`src/logic/rv_consts.svh`:
```
//////////////////////////////
// rv32i core constants
// widths, reset pc, opcodes, funct codes
//////////////////////////////
`ifndef RV_CONSTS_SVH
`define RV_CONSTS_SVH

`define XLEN       32
`define REG_ADDR_W 5
`define NUM_REGS   32
`define RESET_PC   32'h8000_0000

// major opcodes
`define OP_LUI    7'b0110111
`define OP_AUIPC  7'b0010111
`define OP_JAL    7'b1101111
`define OP_JALR   7'b1100111
`define OP_BRANCH 7'b1100011
`define OP_IMM    7'b0010011
`define OP_REG    7'b0110011

`define F3_BEQ  3'b000
`define F3_BNE  3'b001
`define F3_BLT  3'b100
`define F3_BGE  3'b101
`define F3_BLTU 3'b110
`define F3_BGEU 3'b111

`define F3_ADD  3'b000 // also sub
`define F3_SLL  3'b001
`define F3_SLT  3'b010
`define F3_SLTU 3'b011
`define F3_XOR  3'b100
`define F3_SR   3'b101 // srl / sra
`define F3_OR   3'b110
`define F3_AND  3'b111

`define F7_ALT  7'b0100000 // sub, sra

`endif

```
`src/logic/rv_pkg.sv`:
```
//////////////////////////////
// rv32i shared types
// formats, alu ops, instruction word views
//////////////////////////////
`include "rv_consts.svh"

package rv_pkg;

    typedef enum logic [2:0] {
        FMT_R,
        FMT_I,
        FMT_U,
        FMT_J,
        FMT_B,
        FMT_NONE
    } inst_fmt_t;

    typedef enum logic [3:0] {
        ALU_ADD,
        ALU_SUB,
        ALU_SLL,
        ALU_SLT,
        ALU_SLTU,
        ALU_XOR,
        ALU_SRL,
        ALU_SRA,
        ALU_OR,
        ALU_AND
    } alu_op_t;

    typedef struct packed {
        logic [6:0]             funct7;
        logic [`REG_ADDR_W-1:0] rs2;
        logic [`REG_ADDR_W-1:0] rs1;
        logic [2:0]             funct3;
        logic [`REG_ADDR_W-1:0] rd;
        logic [6:0]             opcode;
    } r_fmt_t;

    typedef struct packed {
        logic [11:0]            imm12;
        logic [`REG_ADDR_W-1:0] rs1;
        logic [2:0]             funct3;
        logic [`REG_ADDR_W-1:0] rd;
        logic [6:0]             opcode;
    } i_fmt_t;

    typedef struct packed {
        logic [19:0]            imm20;
        logic [`REG_ADDR_W-1:0] rd;
        logic [6:0]             opcode;
    } u_fmt_t;

    // branch offset is scattered around rs1/rs2
    typedef struct packed {
        logic                   imm12;
        logic [5:0]             imm10_5;
        logic [`REG_ADDR_W-1:0] rs2;
        logic [`REG_ADDR_W-1:0] rs1;
        logic [2:0]             funct3;
        logic [3:0]             imm4_1;
        logic                   imm11;
        logic [6:0]             opcode;
    } b_fmt_t;

    typedef struct packed {
        logic                   imm20;
        logic [9:0]             imm10_1;
        logic                   imm11;
        logic [7:0]             imm19_12;
        logic [`REG_ADDR_W-1:0] rd;
        logic [6:0]             opcode;
    } j_fmt_t;

    typedef union packed {
        r_fmt_t           r_fmt;
        i_fmt_t           i_fmt;
        u_fmt_t           u_fmt;
        b_fmt_t           b_fmt;
        j_fmt_t           j_fmt;
        logic [`XLEN-1:0] raw;
    } inst_word_u;

endpackage

```
`src/logic/fetch_unit.sv`:
```
//////////////////////////////
// fetch sequencer
// pc, instruction register, fetch/wait/exec
//////////////////////////////
`timescale 1ns/1ps
`include "rv_consts.svh"

module fetch_unit (
    input  logic               clk,
    input  logic               reset,
    input  logic               imem_valid,
    input  logic [`XLEN-1:0]   imem_rdata,
    input  logic [`XLEN-1:0]   next_pc,
    output logic               imem_req,
    output logic [`XLEN-1:0]   imem_addr,
    output logic [`XLEN-1:0]   pc,
    output rv_pkg::inst_word_u inst,
    output logic               exec
);
    typedef enum logic [1:0] {
        ST_FETCH,
        ST_WAIT,
        ST_EXEC
    } state_t;

    state_t state;
    state_t state_next;

    always_comb begin
        unique case (state)
            ST_FETCH: state_next = ST_WAIT;
            ST_WAIT:  state_next = imem_valid ? ST_EXEC : ST_WAIT;
            ST_EXEC:  state_next = ST_FETCH;
            default:  state_next = ST_FETCH;
        endcase
    end

    // reset parks in EXEC with exec low, so the first edge goes to FETCH
    always_ff @(posedge clk or posedge reset) begin
        if (reset) begin
            state <= ST_EXEC;
            exec  <= 1'b0;
            pc    <= `RESET_PC;
        end else begin
            state <= state_next;
            exec  <= (state == ST_WAIT) && imem_valid; // retire the cycle after the strobe
            if (exec) pc <= next_pc;
        end
    end

    always_ff @(posedge clk) begin
        if (state == ST_WAIT && imem_valid) inst.raw <= imem_rdata;
    end

    assign imem_req  = (state == ST_FETCH); // single-cycle pulse
    assign imem_addr = pc;

    // memory may only answer an outstanding request
    a_valid_in_wait: assert property (@(posedge clk) disable iff (reset)
        imem_valid |-> state == ST_WAIT)
        else $error("imem_valid outside of WAIT");

    a_exec_then_req: assert property (@(posedge clk) disable iff (reset)
        exec |=> imem_req)
        else $error("no fetch after retire");

endmodule

```
`src/logic/decoder.sv`:
```
//////////////////////////////
// instruction decoder
// format, immediate and alu op
//////////////////////////////
`timescale 1ns/1ps
`include "rv_consts.svh"

module decoder (
    input  rv_pkg::inst_word_u     inst,
    output rv_pkg::inst_fmt_t      fmt,
    output logic [`REG_ADDR_W-1:0] rs1,
    output logic [`REG_ADDR_W-1:0] rs2,
    output logic [`REG_ADDR_W-1:0] rd,
    output logic [2:0]             funct3,
    output logic [`XLEN-1:0]       imm,
    output rv_pkg::alu_op_t        alu_op
);
    logic [6:0] opcode;
    logic [6:0] funct7;

    // register fields sit at the same place in every format
    assign opcode = inst.r_fmt.opcode;
    assign funct7 = inst.r_fmt.funct7;
    assign rs1    = inst.r_fmt.rs1;
    assign rs2    = inst.r_fmt.rs2;
    assign rd     = inst.r_fmt.rd;
    assign funct3 = inst.r_fmt.funct3;

    always_comb begin
        unique case (opcode)
            `OP_REG:             fmt = rv_pkg::FMT_R;
            `OP_IMM, `OP_JALR:   fmt = rv_pkg::FMT_I;
            `OP_LUI, `OP_AUIPC:  fmt = rv_pkg::FMT_U;
            `OP_JAL:             fmt = rv_pkg::FMT_J;
            `OP_BRANCH:          fmt = rv_pkg::FMT_B;
            default:             fmt = rv_pkg::FMT_NONE; // retires as a no-op
        endcase
    end

    always_comb begin
        unique case (fmt)
            rv_pkg::FMT_I:
                imm = {{(`XLEN-12){inst.i_fmt.imm12[11]}}, inst.i_fmt.imm12};
            rv_pkg::FMT_B:
                imm = {{(`XLEN-13){inst.b_fmt.imm12}}, inst.b_fmt.imm12,
                       inst.b_fmt.imm11, inst.b_fmt.imm10_5, inst.b_fmt.imm4_1, 1'b0};
            rv_pkg::FMT_J:
                imm = {{(`XLEN-21){inst.j_fmt.imm20}}, inst.j_fmt.imm20,
                       inst.j_fmt.imm19_12, inst.j_fmt.imm11, inst.j_fmt.imm10_1, 1'b0};
            rv_pkg::FMT_U:
                imm = {inst.u_fmt.imm20, 12'b0};
            default:
                imm = '0;
        endcase
    end

    // jumps, branches and upper immediates all add
    always_comb begin
        alu_op = rv_pkg::ALU_ADD;
        if (opcode == `OP_REG || opcode == `OP_IMM) begin
            unique case (funct3)
                `F3_ADD: begin
                    // addi has no sub form
                    if (fmt == rv_pkg::FMT_R && funct7 == `F7_ALT) alu_op = rv_pkg::ALU_SUB;
                end
                `F3_SLL:  alu_op = rv_pkg::ALU_SLL;
                `F3_SLT:  alu_op = rv_pkg::ALU_SLT;
                `F3_SLTU: alu_op = rv_pkg::ALU_SLTU;
                `F3_XOR:  alu_op = rv_pkg::ALU_XOR;
                `F3_SR:   alu_op = funct7[5] ? rv_pkg::ALU_SRA : rv_pkg::ALU_SRL; // imm[10] for srai
                `F3_OR:   alu_op = rv_pkg::ALU_OR;
                `F3_AND:  alu_op = rv_pkg::ALU_AND;
                default:  alu_op = rv_pkg::ALU_ADD;
            endcase
        end
    end

endmodule

```
`src/logic/execute_unit.sv`:
```
//////////////////////////////
// execute and write-back
// alu, branch compare, next pc
//////////////////////////////
`timescale 1ns/1ps
`include "rv_consts.svh"

module execute_unit (
    input  logic [`XLEN-1:0]   pc,
    input  rv_pkg::inst_word_u inst,
    input  rv_pkg::inst_fmt_t  fmt,
    input  logic [2:0]         funct3,
    input  logic [`XLEN-1:0]   imm,
    input  rv_pkg::alu_op_t    alu_op,
    input  logic [`XLEN-1:0]   rs1_data,
    input  logic [`XLEN-1:0]   rs2_data,
    output logic [`XLEN-1:0]   next_pc,
    output logic               rd_we,
    output logic [`XLEN-1:0]   rd_wdata
);
    logic [`XLEN-1:0] alu_a;
    logic [`XLEN-1:0] alu_b;
    logic [`XLEN-1:0] alu_result;
    logic [4:0]       shamt;
    logic [`XLEN-1:0] pc_plus4;
    logic             is_jalr;
    logic             taken;

    assign pc_plus4 = pc + `XLEN'd4;
    assign shamt    = alu_b[4:0];
    assign is_jalr  = (fmt == rv_pkg::FMT_I) && (inst.r_fmt.opcode == `OP_JALR);

    always_comb begin
        unique case (fmt)
            rv_pkg::FMT_R: begin
                alu_a = rs1_data;
                alu_b = rs2_data;
            end
            rv_pkg::FMT_I: begin
                alu_a = rs1_data;
                alu_b = imm;
            end
            rv_pkg::FMT_U: begin
                alu_a = (inst.r_fmt.opcode == `OP_LUI) ? '0 : pc; // lui vs auipc
                alu_b = imm;
            end
            rv_pkg::FMT_J, rv_pkg::FMT_B: begin // jump target
                alu_a = pc;
                alu_b = imm;
            end
            default: begin
                alu_a = '0;
                alu_b = '0;
            end
        endcase
    end

    always_comb begin
        unique case (alu_op)
            rv_pkg::ALU_SUB:  alu_result = alu_a - alu_b;
            rv_pkg::ALU_SLL:  alu_result = alu_a << shamt;
            rv_pkg::ALU_SLT:  alu_result = {{(`XLEN-1){1'b0}}, $signed(alu_a) < $signed(alu_b)};
            rv_pkg::ALU_SLTU: alu_result = {{(`XLEN-1){1'b0}}, alu_a < alu_b};
            rv_pkg::ALU_XOR:  alu_result = alu_a ^ alu_b;
            rv_pkg::ALU_SRL:  alu_result = alu_a >> shamt;
            rv_pkg::ALU_SRA:  alu_result = $unsigned($signed(alu_a) >>> shamt);
            rv_pkg::ALU_OR:   alu_result = alu_a | alu_b;
            rv_pkg::ALU_AND:  alu_result = alu_a & alu_b;
            default:          alu_result = alu_a + alu_b;
        endcase
    end

    // branch compare works on the register operands, not the alu inputs
    always_comb begin
        unique case (funct3)
            `F3_BEQ:  taken = (rs1_data == rs2_data);
            `F3_BNE:  taken = (rs1_data != rs2_data);
            `F3_BLT:  taken = ($signed(rs1_data) < $signed(rs2_data));
            `F3_BGE:  taken = ($signed(rs1_data) >= $signed(rs2_data));
            `F3_BLTU: taken = (rs1_data < rs2_data);
            `F3_BGEU: taken = (rs1_data >= rs2_data);
            default:  taken = 1'b0;
        endcase
    end

    always_comb begin
        if (is_jalr) next_pc = {alu_result[`XLEN-1:1], 1'b0};
        else if (fmt == rv_pkg::FMT_J || (fmt == rv_pkg::FMT_B && taken)) next_pc = alu_result;
        else next_pc = pc_plus4;
    end

    always_comb begin
        if (is_jalr || fmt == rv_pkg::FMT_J) begin
            rd_we    = 1'b1;
            rd_wdata = pc_plus4; // link address
        end else if (fmt == rv_pkg::FMT_R || fmt == rv_pkg::FMT_I || fmt == rv_pkg::FMT_U) begin
            rd_we    = 1'b1;
            rd_wdata = alu_result;
        end else begin
            rd_we    = 1'b0;
            rd_wdata = '0;
        end
    end

    // a misaligned target here means a bad jalr base or branch offset upstream
    always_comb begin
        if (fmt != rv_pkg::FMT_NONE) begin
            a_next_pc_aligned: assert final (next_pc[1:0] == 2'b00)
                else $error("next_pc %h not word aligned", next_pc);
        end
    end

endmodule

```
`src/logic/reg_file.sv`:
```
//////////////////////////////
// general purpose registers
//////////////////////////////
`timescale 1ns/1ps
`include "rv_consts.svh"

module reg_file (
    input  logic                   clk,
    input  logic                   reset,
    input  logic                   we,
    input  logic [`REG_ADDR_W-1:0] waddr,
    input  logic [`XLEN-1:0]       wdata,
    input  logic [`REG_ADDR_W-1:0] raddr1,
    input  logic [`REG_ADDR_W-1:0] raddr2,
    output logic [`XLEN-1:0]       rdata1,
    output logic [`XLEN-1:0]       rdata2
);
    logic [`XLEN-1:0] regs [`NUM_REGS];

    always_ff @(posedge clk or posedge reset) begin
        if (reset) begin
            for (int i = 0; i < `NUM_REGS; i++) begin
                regs[i] <= '0;
            end
        end else if (we && waddr != '0) begin // x0 writes are dropped
            regs[waddr] <= wdata;
        end
    end

    // x0 keeps its reset value of zero
    assign rdata1 = regs[raddr1];
    assign rdata2 = regs[raddr2];

    a_x0_zero: assert property (@(posedge clk) disable iff (reset) regs[0] == '0)
        else $error("x0 holds %h", regs[0]);

endmodule

```
`src/logic/rv_core.sv`:
```
//////////////////////////////
// rv32i multi-cycle core top
//////////////////////////////
`timescale 1ns/1ps
`include "rv_consts.svh"

module rv_core (
    input  logic                   clk,
    input  logic                   reset,
    input  logic                   imem_valid,
    input  logic [`XLEN-1:0]       imem_rdata,
    output logic                   imem_req,
    output logic [`XLEN-1:0]       imem_addr,
    output logic                   retire_valid,
    output logic [`XLEN-1:0]       retire_pc,
    output logic                   retire_we,
    output logic [`REG_ADDR_W-1:0] retire_rd,
    output logic [`XLEN-1:0]       retire_wdata
);
    logic [`XLEN-1:0]       pc;
    logic [`XLEN-1:0]       next_pc;
    rv_pkg::inst_word_u     inst;
    logic                   exec;
    rv_pkg::inst_fmt_t      fmt;
    logic [`REG_ADDR_W-1:0] rs1;
    logic [`REG_ADDR_W-1:0] rs2;
    logic [`REG_ADDR_W-1:0] rd;
    logic [2:0]             funct3;
    logic [`XLEN-1:0]       imm;
    rv_pkg::alu_op_t        alu_op;
    logic [`XLEN-1:0]       rs1_data;
    logic [`XLEN-1:0]       rs2_data;
    logic                   rd_we;
    logic [`XLEN-1:0]       rd_wdata;

    fetch_unit u_fetch (
        .clk        (clk),
        .reset      (reset),
        .imem_valid (imem_valid),
        .imem_rdata (imem_rdata),
        .next_pc    (next_pc),
        .imem_req   (imem_req),
        .imem_addr  (imem_addr),
        .pc         (pc),
        .inst       (inst),
        .exec       (exec)
    );

    decoder u_decode (
        .inst   (inst),
        .fmt    (fmt),
        .rs1    (rs1),
        .rs2    (rs2),
        .rd     (rd),
        .funct3 (funct3),
        .imm    (imm),
        .alu_op (alu_op)
    );

    // write lands at the end of EXEC
    reg_file u_regs (
        .clk    (clk),
        .reset  (reset),
        .we     (exec && rd_we),
        .waddr  (rd),
        .wdata  (rd_wdata),
        .raddr1 (rs1),
        .raddr2 (rs2),
        .rdata1 (rs1_data),
        .rdata2 (rs2_data)
    );

    execute_unit u_exec (
        .pc       (pc),
        .inst     (inst),
        .fmt      (fmt),
        .funct3   (funct3),
        .imm      (imm),
        .alu_op   (alu_op),
        .rs1_data (rs1_data),
        .rs2_data (rs2_data),
        .next_pc  (next_pc),
        .rd_we    (rd_we),
        .rd_wdata (rd_wdata)
    );

    assign retire_valid = exec;
    assign retire_pc    = pc;
    assign retire_we    = rd_we; // raw strobe, high for x0 too
    assign retire_rd    = rd;
    assign retire_wdata = rd_wdata;

endmodule

```
`config.mk`:
```
export PLATFORM = sky130hd
export DESIGN_NAME = rv_core
export DESIGN_NICKNAME = d
export VERILOG_FILES = /design/src/logic/rv_pkg.sv /design/src/logic/fetch_unit.sv /design/src/logic/decoder.sv /design/src/logic/execute_unit.sv /design/src/logic/reg_file.sv /design/src/logic/rv_core.sv
export VERILOG_INCLUDE_DIRS = /design/src /design/src/logic
export SDC_FILE = /design/constraint.sdc
export NUM_CORES = 2
export LEC_CHECK = 0
export BUFFER_PORTS_ARGS = -buffer_cell sky130_fd_sc_hd__buf_2
export CORE_UTILIZATION = 32
export CTS_CLUSTER_DIAMETER = 60
export DETAILED_ROUTE_END_ITERATION = 8
export GPL_TIMING_DRIVEN = 0
export SYNTH_ARGS = -nofsm -noshare
export SYNTH_HDL_FRONTEND = slang
export SYNTH_SLANG_ARGS = --single-unit
```
`constraint.sdc`:
```
create_clock -name clk -period 53 [get_ports clk]
set_input_delay 10.6 -clock clk [delete_from_list [all_inputs] [get_ports clk]]
set_output_delay 10.6 -clock clk [all_outputs]
set_load 0.05 [all_outputs]
```
==> qor.txt <==
DR vias/cell - 6.792
Post-synthesis sequential area ratio - 0.4059
Cells after Synth - 7,116
Critical path peak fanout - 11
Comb pwr share - 0.197
Post-Syn Nets - 7,283
Leakage power - 0.03344 uW
Layout cells sized above 1 - 0.1433
Number of routed nets with antenna violations - 0
Post-synth EDFFs - 32
M1 GR Usage - 0.4937
Total CTS buffers - 140
Clk network pwr share - 0.427
Port bufs - 138
Outcome - finished with violations
Worst Reg2Reg Path Length in Cells - 25
Die X - 461.9 um
Grt met3 use - 0.2103
Crit path capture type - output pin
Rel. slew slack - -0.1747
P_int - 1538 uW
Area leader, netlist - dfrtp_1
IO Count - 139
Detail Placement HPWL - 322.8 mm
Stages on worst setup path - 26
Synthesized area - 67,670 um2
TritonCTS clock tree - built
Failing checks - design-rule violations, max-capacitance violations, max-slew violations
Post-CTS Setup Bufs - 0
Largest net degree at the start of global routing - 125
Flop pwr share - 0.377
Fin cells - 10,390
Vias post-DR - 70,590
Most common library cell in the layout ignoring fill and taps - dfrtp_1
Pwr/cell area - 30.14 nW/um2
DRT iter0 DRCs - 13,390
Mean Syn Cell Area - 9.509 um2
Total global-route track usage - 0.4045
Synth warnings - 0
Gr ovfl total - 0
Pre-antenna DRT Iters - 9
CP Launch Type - flip-flop
Data required, critical path - 42.40 ns
Vias in the first global route - 65,130
Worst Skew - 0.06001 ns
Worst Max-Slew Pin Slew - 1.762 ns
Met2 usage - 0.5369
Initial core utilization - 0.3226
Post-CTS Resized - 0
Nets@finish - 7,613
Min-delay src - u_fetch.state[0]
HP Class - reg -> reg
Die area - 213,300 um2
GR peak layer - met2
Crit Path Class - reg -> out
Slowest cell on crit path - a2bb2oi_1
Total Wirelength - 441.4 mm
Max VDD drop - 0.03252 mV
Sw Ratio - 0.3429
# hold bufs at CTS - 0
CTS sink cnt - 1,091
Switching pwr - 802.5 uW
Drt wl/cell - 42.47 um
Final setup fails - 0
Cell family with most CP delay - compound AO/OA/AOI/OAI gates
Cell Rows - 168
Worst Hold Endpoint - u_fetch.state[0]
Inst Count DP - 10,110
Setup TNS Final - 0 ns
Hold path cells - 1
CTS root buf - clkbuf_16
Top_reg_cell synth - dfrtp_1
Die Ht - 461.9 um
Tcrit/Tclk final - 0.4565
RSZ-0062 raised after global routing - no
Yosys top cell area share - 0.3909
Synth cell types - 97
Buf/Inv on CP - 10
Maximum root-to-sink buffer count - 3
Max-cap violations - 39
DRC - 7
FF-to-FF Start - u_fetch.inst[21]
Crit-path most repeated cell - buf_2
Top cells by area, synth - dfrtp_1 (39%), mux2i_1 (10%), mux4_2 (9.0%)
Commonest cells after routing, fill and taps aside - dfrtp_1 (1,057), nand2_1 (797), mux2i_1 (701)
F_max - 41.34 MHz
H-tree Lvls - 4
First-pass GRT wire length - 581.9 mm
Clock transition at path regs - 0.06 ns
Flops & latches, synth - 1,091
R2r endpoint - u_regs.regs[893]
Max stage delay on crit path - 1.28 ns
Slew Limit Fails - 350
Initial antenna violation count - 48
WP data arrival - 13.59 ns
Placer Congestion - 1.059
Minimum clock period after layout - 24.19 ns
R2r setup slk - 40.22 ns
Worst-Skew Late Latency - 0.86 ns
Layout Area Growth over Synthesis - 14.76%
Synth async-reset ratio - 0.9707
Core footprint - 209,800 um2
Final hold viol count - 0
==> flip-flops by register name, indices dropped and copies added, names as in the netlist <==
register and cells:
u_regs.regs 1024, u_fetch.imem_addr 32, u_fetch.inst 32, u_fetch.state 2, u_fetch.exec 1
==> final cells by class <==
cell class                      count  area [um2]
Fill cell                       21400      132100
Multi-Input combinational cell   5139       36430
Sequential cell                  1091       27460
Clock buffer                      181        3881
Tap cell                         2805        3510
Buffer                            715        3417
Timing Repair Buffer              188        1414
Clock inverter                     68       798.3
Inverter                          171       651.9
Antenna cell                       35       87.58
==> through the flow <==
stage | setup WS, ns | area (um2) | power (uW) | util | hold slack (ns)
detailed placement | 30.13 | 72790 | 1320 | 0.3470 | 0.4662
finish | 28.81 | 77660 | 2340 | 0.3702 | 0.4734
global route | 29.21 | 77570 | 2359 | 0.3698 | 0.5018
floorplan | 12.59 | 67670 | 1121 | - | 0.4381
CTS | 29.21 | 77470 | 2296 | 0.3693 | 0.4788
global placement | -0.1964 | 71870 | 1311 | 0.3426 | 0.4554
==> logic make-up (layout without fill, tap and decap cells) <==
group,count (synthesis),after routing,synth area share
and+or+nand+nor,1749,1749,0.1096
AOI/OAI and AO/OA,2213,2213,0.1969
DFF,1091,1091,0.4059
muxes,997,997,0.1979
buffers and inverters,886,1323,0.05896
adders and majority gates,132,132,0.02463
other,0,35,0
xor gates and xnor gates,48,48,0.006213
==> metal layers <==
layer	routed length (um)	share of wire
met5	497	0.0011
met4	39470	0.089
met3	71650	0.16
met2	169600	0.38
met1	160200	0.36
==> synthesized netlist by cell type (11+ instances only) <==
cell / n
edfxtp_1: 32
and2_1: 18
nand2b_1: 17
and3_1: 23
inv_1: 165
a311oi_1: 14
o21ai_0: 696
buf_2: 96
nand4_1: 26
nor2b_1: 19
nor3b_1: 11
o211ai_1: 23
a211oi_1: 25
clkbuf_1: 441
nor4_1: 51
o31ai_1: 16
mux4_2: 270
nand2_1: 797
a31oi_1: 81
a22oi_1: 324
nor2_1: 613
dfrtp_1: 1057
buf_6: 17
o21ai_1: 56
a22o_1: 39
o21a_1: 23
a21o_1: 34
xnor2_1: 32
a221oi_1: 14
xor2_1: 16
o21bai_1: 13
mux2i_1: 701
nand3_1: 60
o22ai_1: 48
mux2_2: 26
buf_4: 101
nor3_1: 45
ha_1: 130
o221ai_1: 19
a21oi_1: 657
or2_2: 12
buf_1: 48
==> how the worst max path moves through the flow <==
stage	end	slack (ns)	from
2_1_floorplan	u_fetch.exec	12.59	reset
6_report	retire_wdata[29]	28.81	u_fetch.inst[21]
3_5_place_dp	retire_wdata[29]	30.13	u_fetch.inst[20]
5_1_grt	retire_wdata[29]	29.21	u_fetch.inst[20]
4_1_cts	retire_wdata[29]	29.21	u_fetch.inst[20]
3_3_place_gp	u_regs.regs[997]	-0.20	reset
==> power groups by stage <==
stage | clock (uW) | combinational, uW | sequential, uW
floorplan | 0 | 223 | 898
global placement | 0 | 415 | 896
detailed placement | 0 | 426 | 894
CTS | 989 | 427 | 879
global route | 1020 | 458 | 881
finish | 998 | 461 | 881
==> worst register-to-register path: stages, from the launching register on <==
cell and delay [ns]:
edfxtp_1 0.72, nor2_1 0.28, buf_2 0.43, buf_1 0.87, a22oi_1 0.18, a21oi_1 0.46
nor4_1 0.29, a221oi_2 0.73, buf_2 0.45, clkbuf_1 0.72, clkbuf_1 0.92, ha_1 0.48
inv_1 0.16, o211ai_1 0.16, a311oi_1 0.74, a2bb2oi_1 0.16, o211ai_1 0.72, nand2_1 0.21
o31ai_1 0.32, xnor2_1 0.10, a2111oi_1 0.47, clkdlybuf4s18_2 0.35, nor3b_1 0.75, a2bb2oi_1 1.28
clkbuf_2 0.53, o21ai_0 0.15
(Power assumes the default switching activity.)
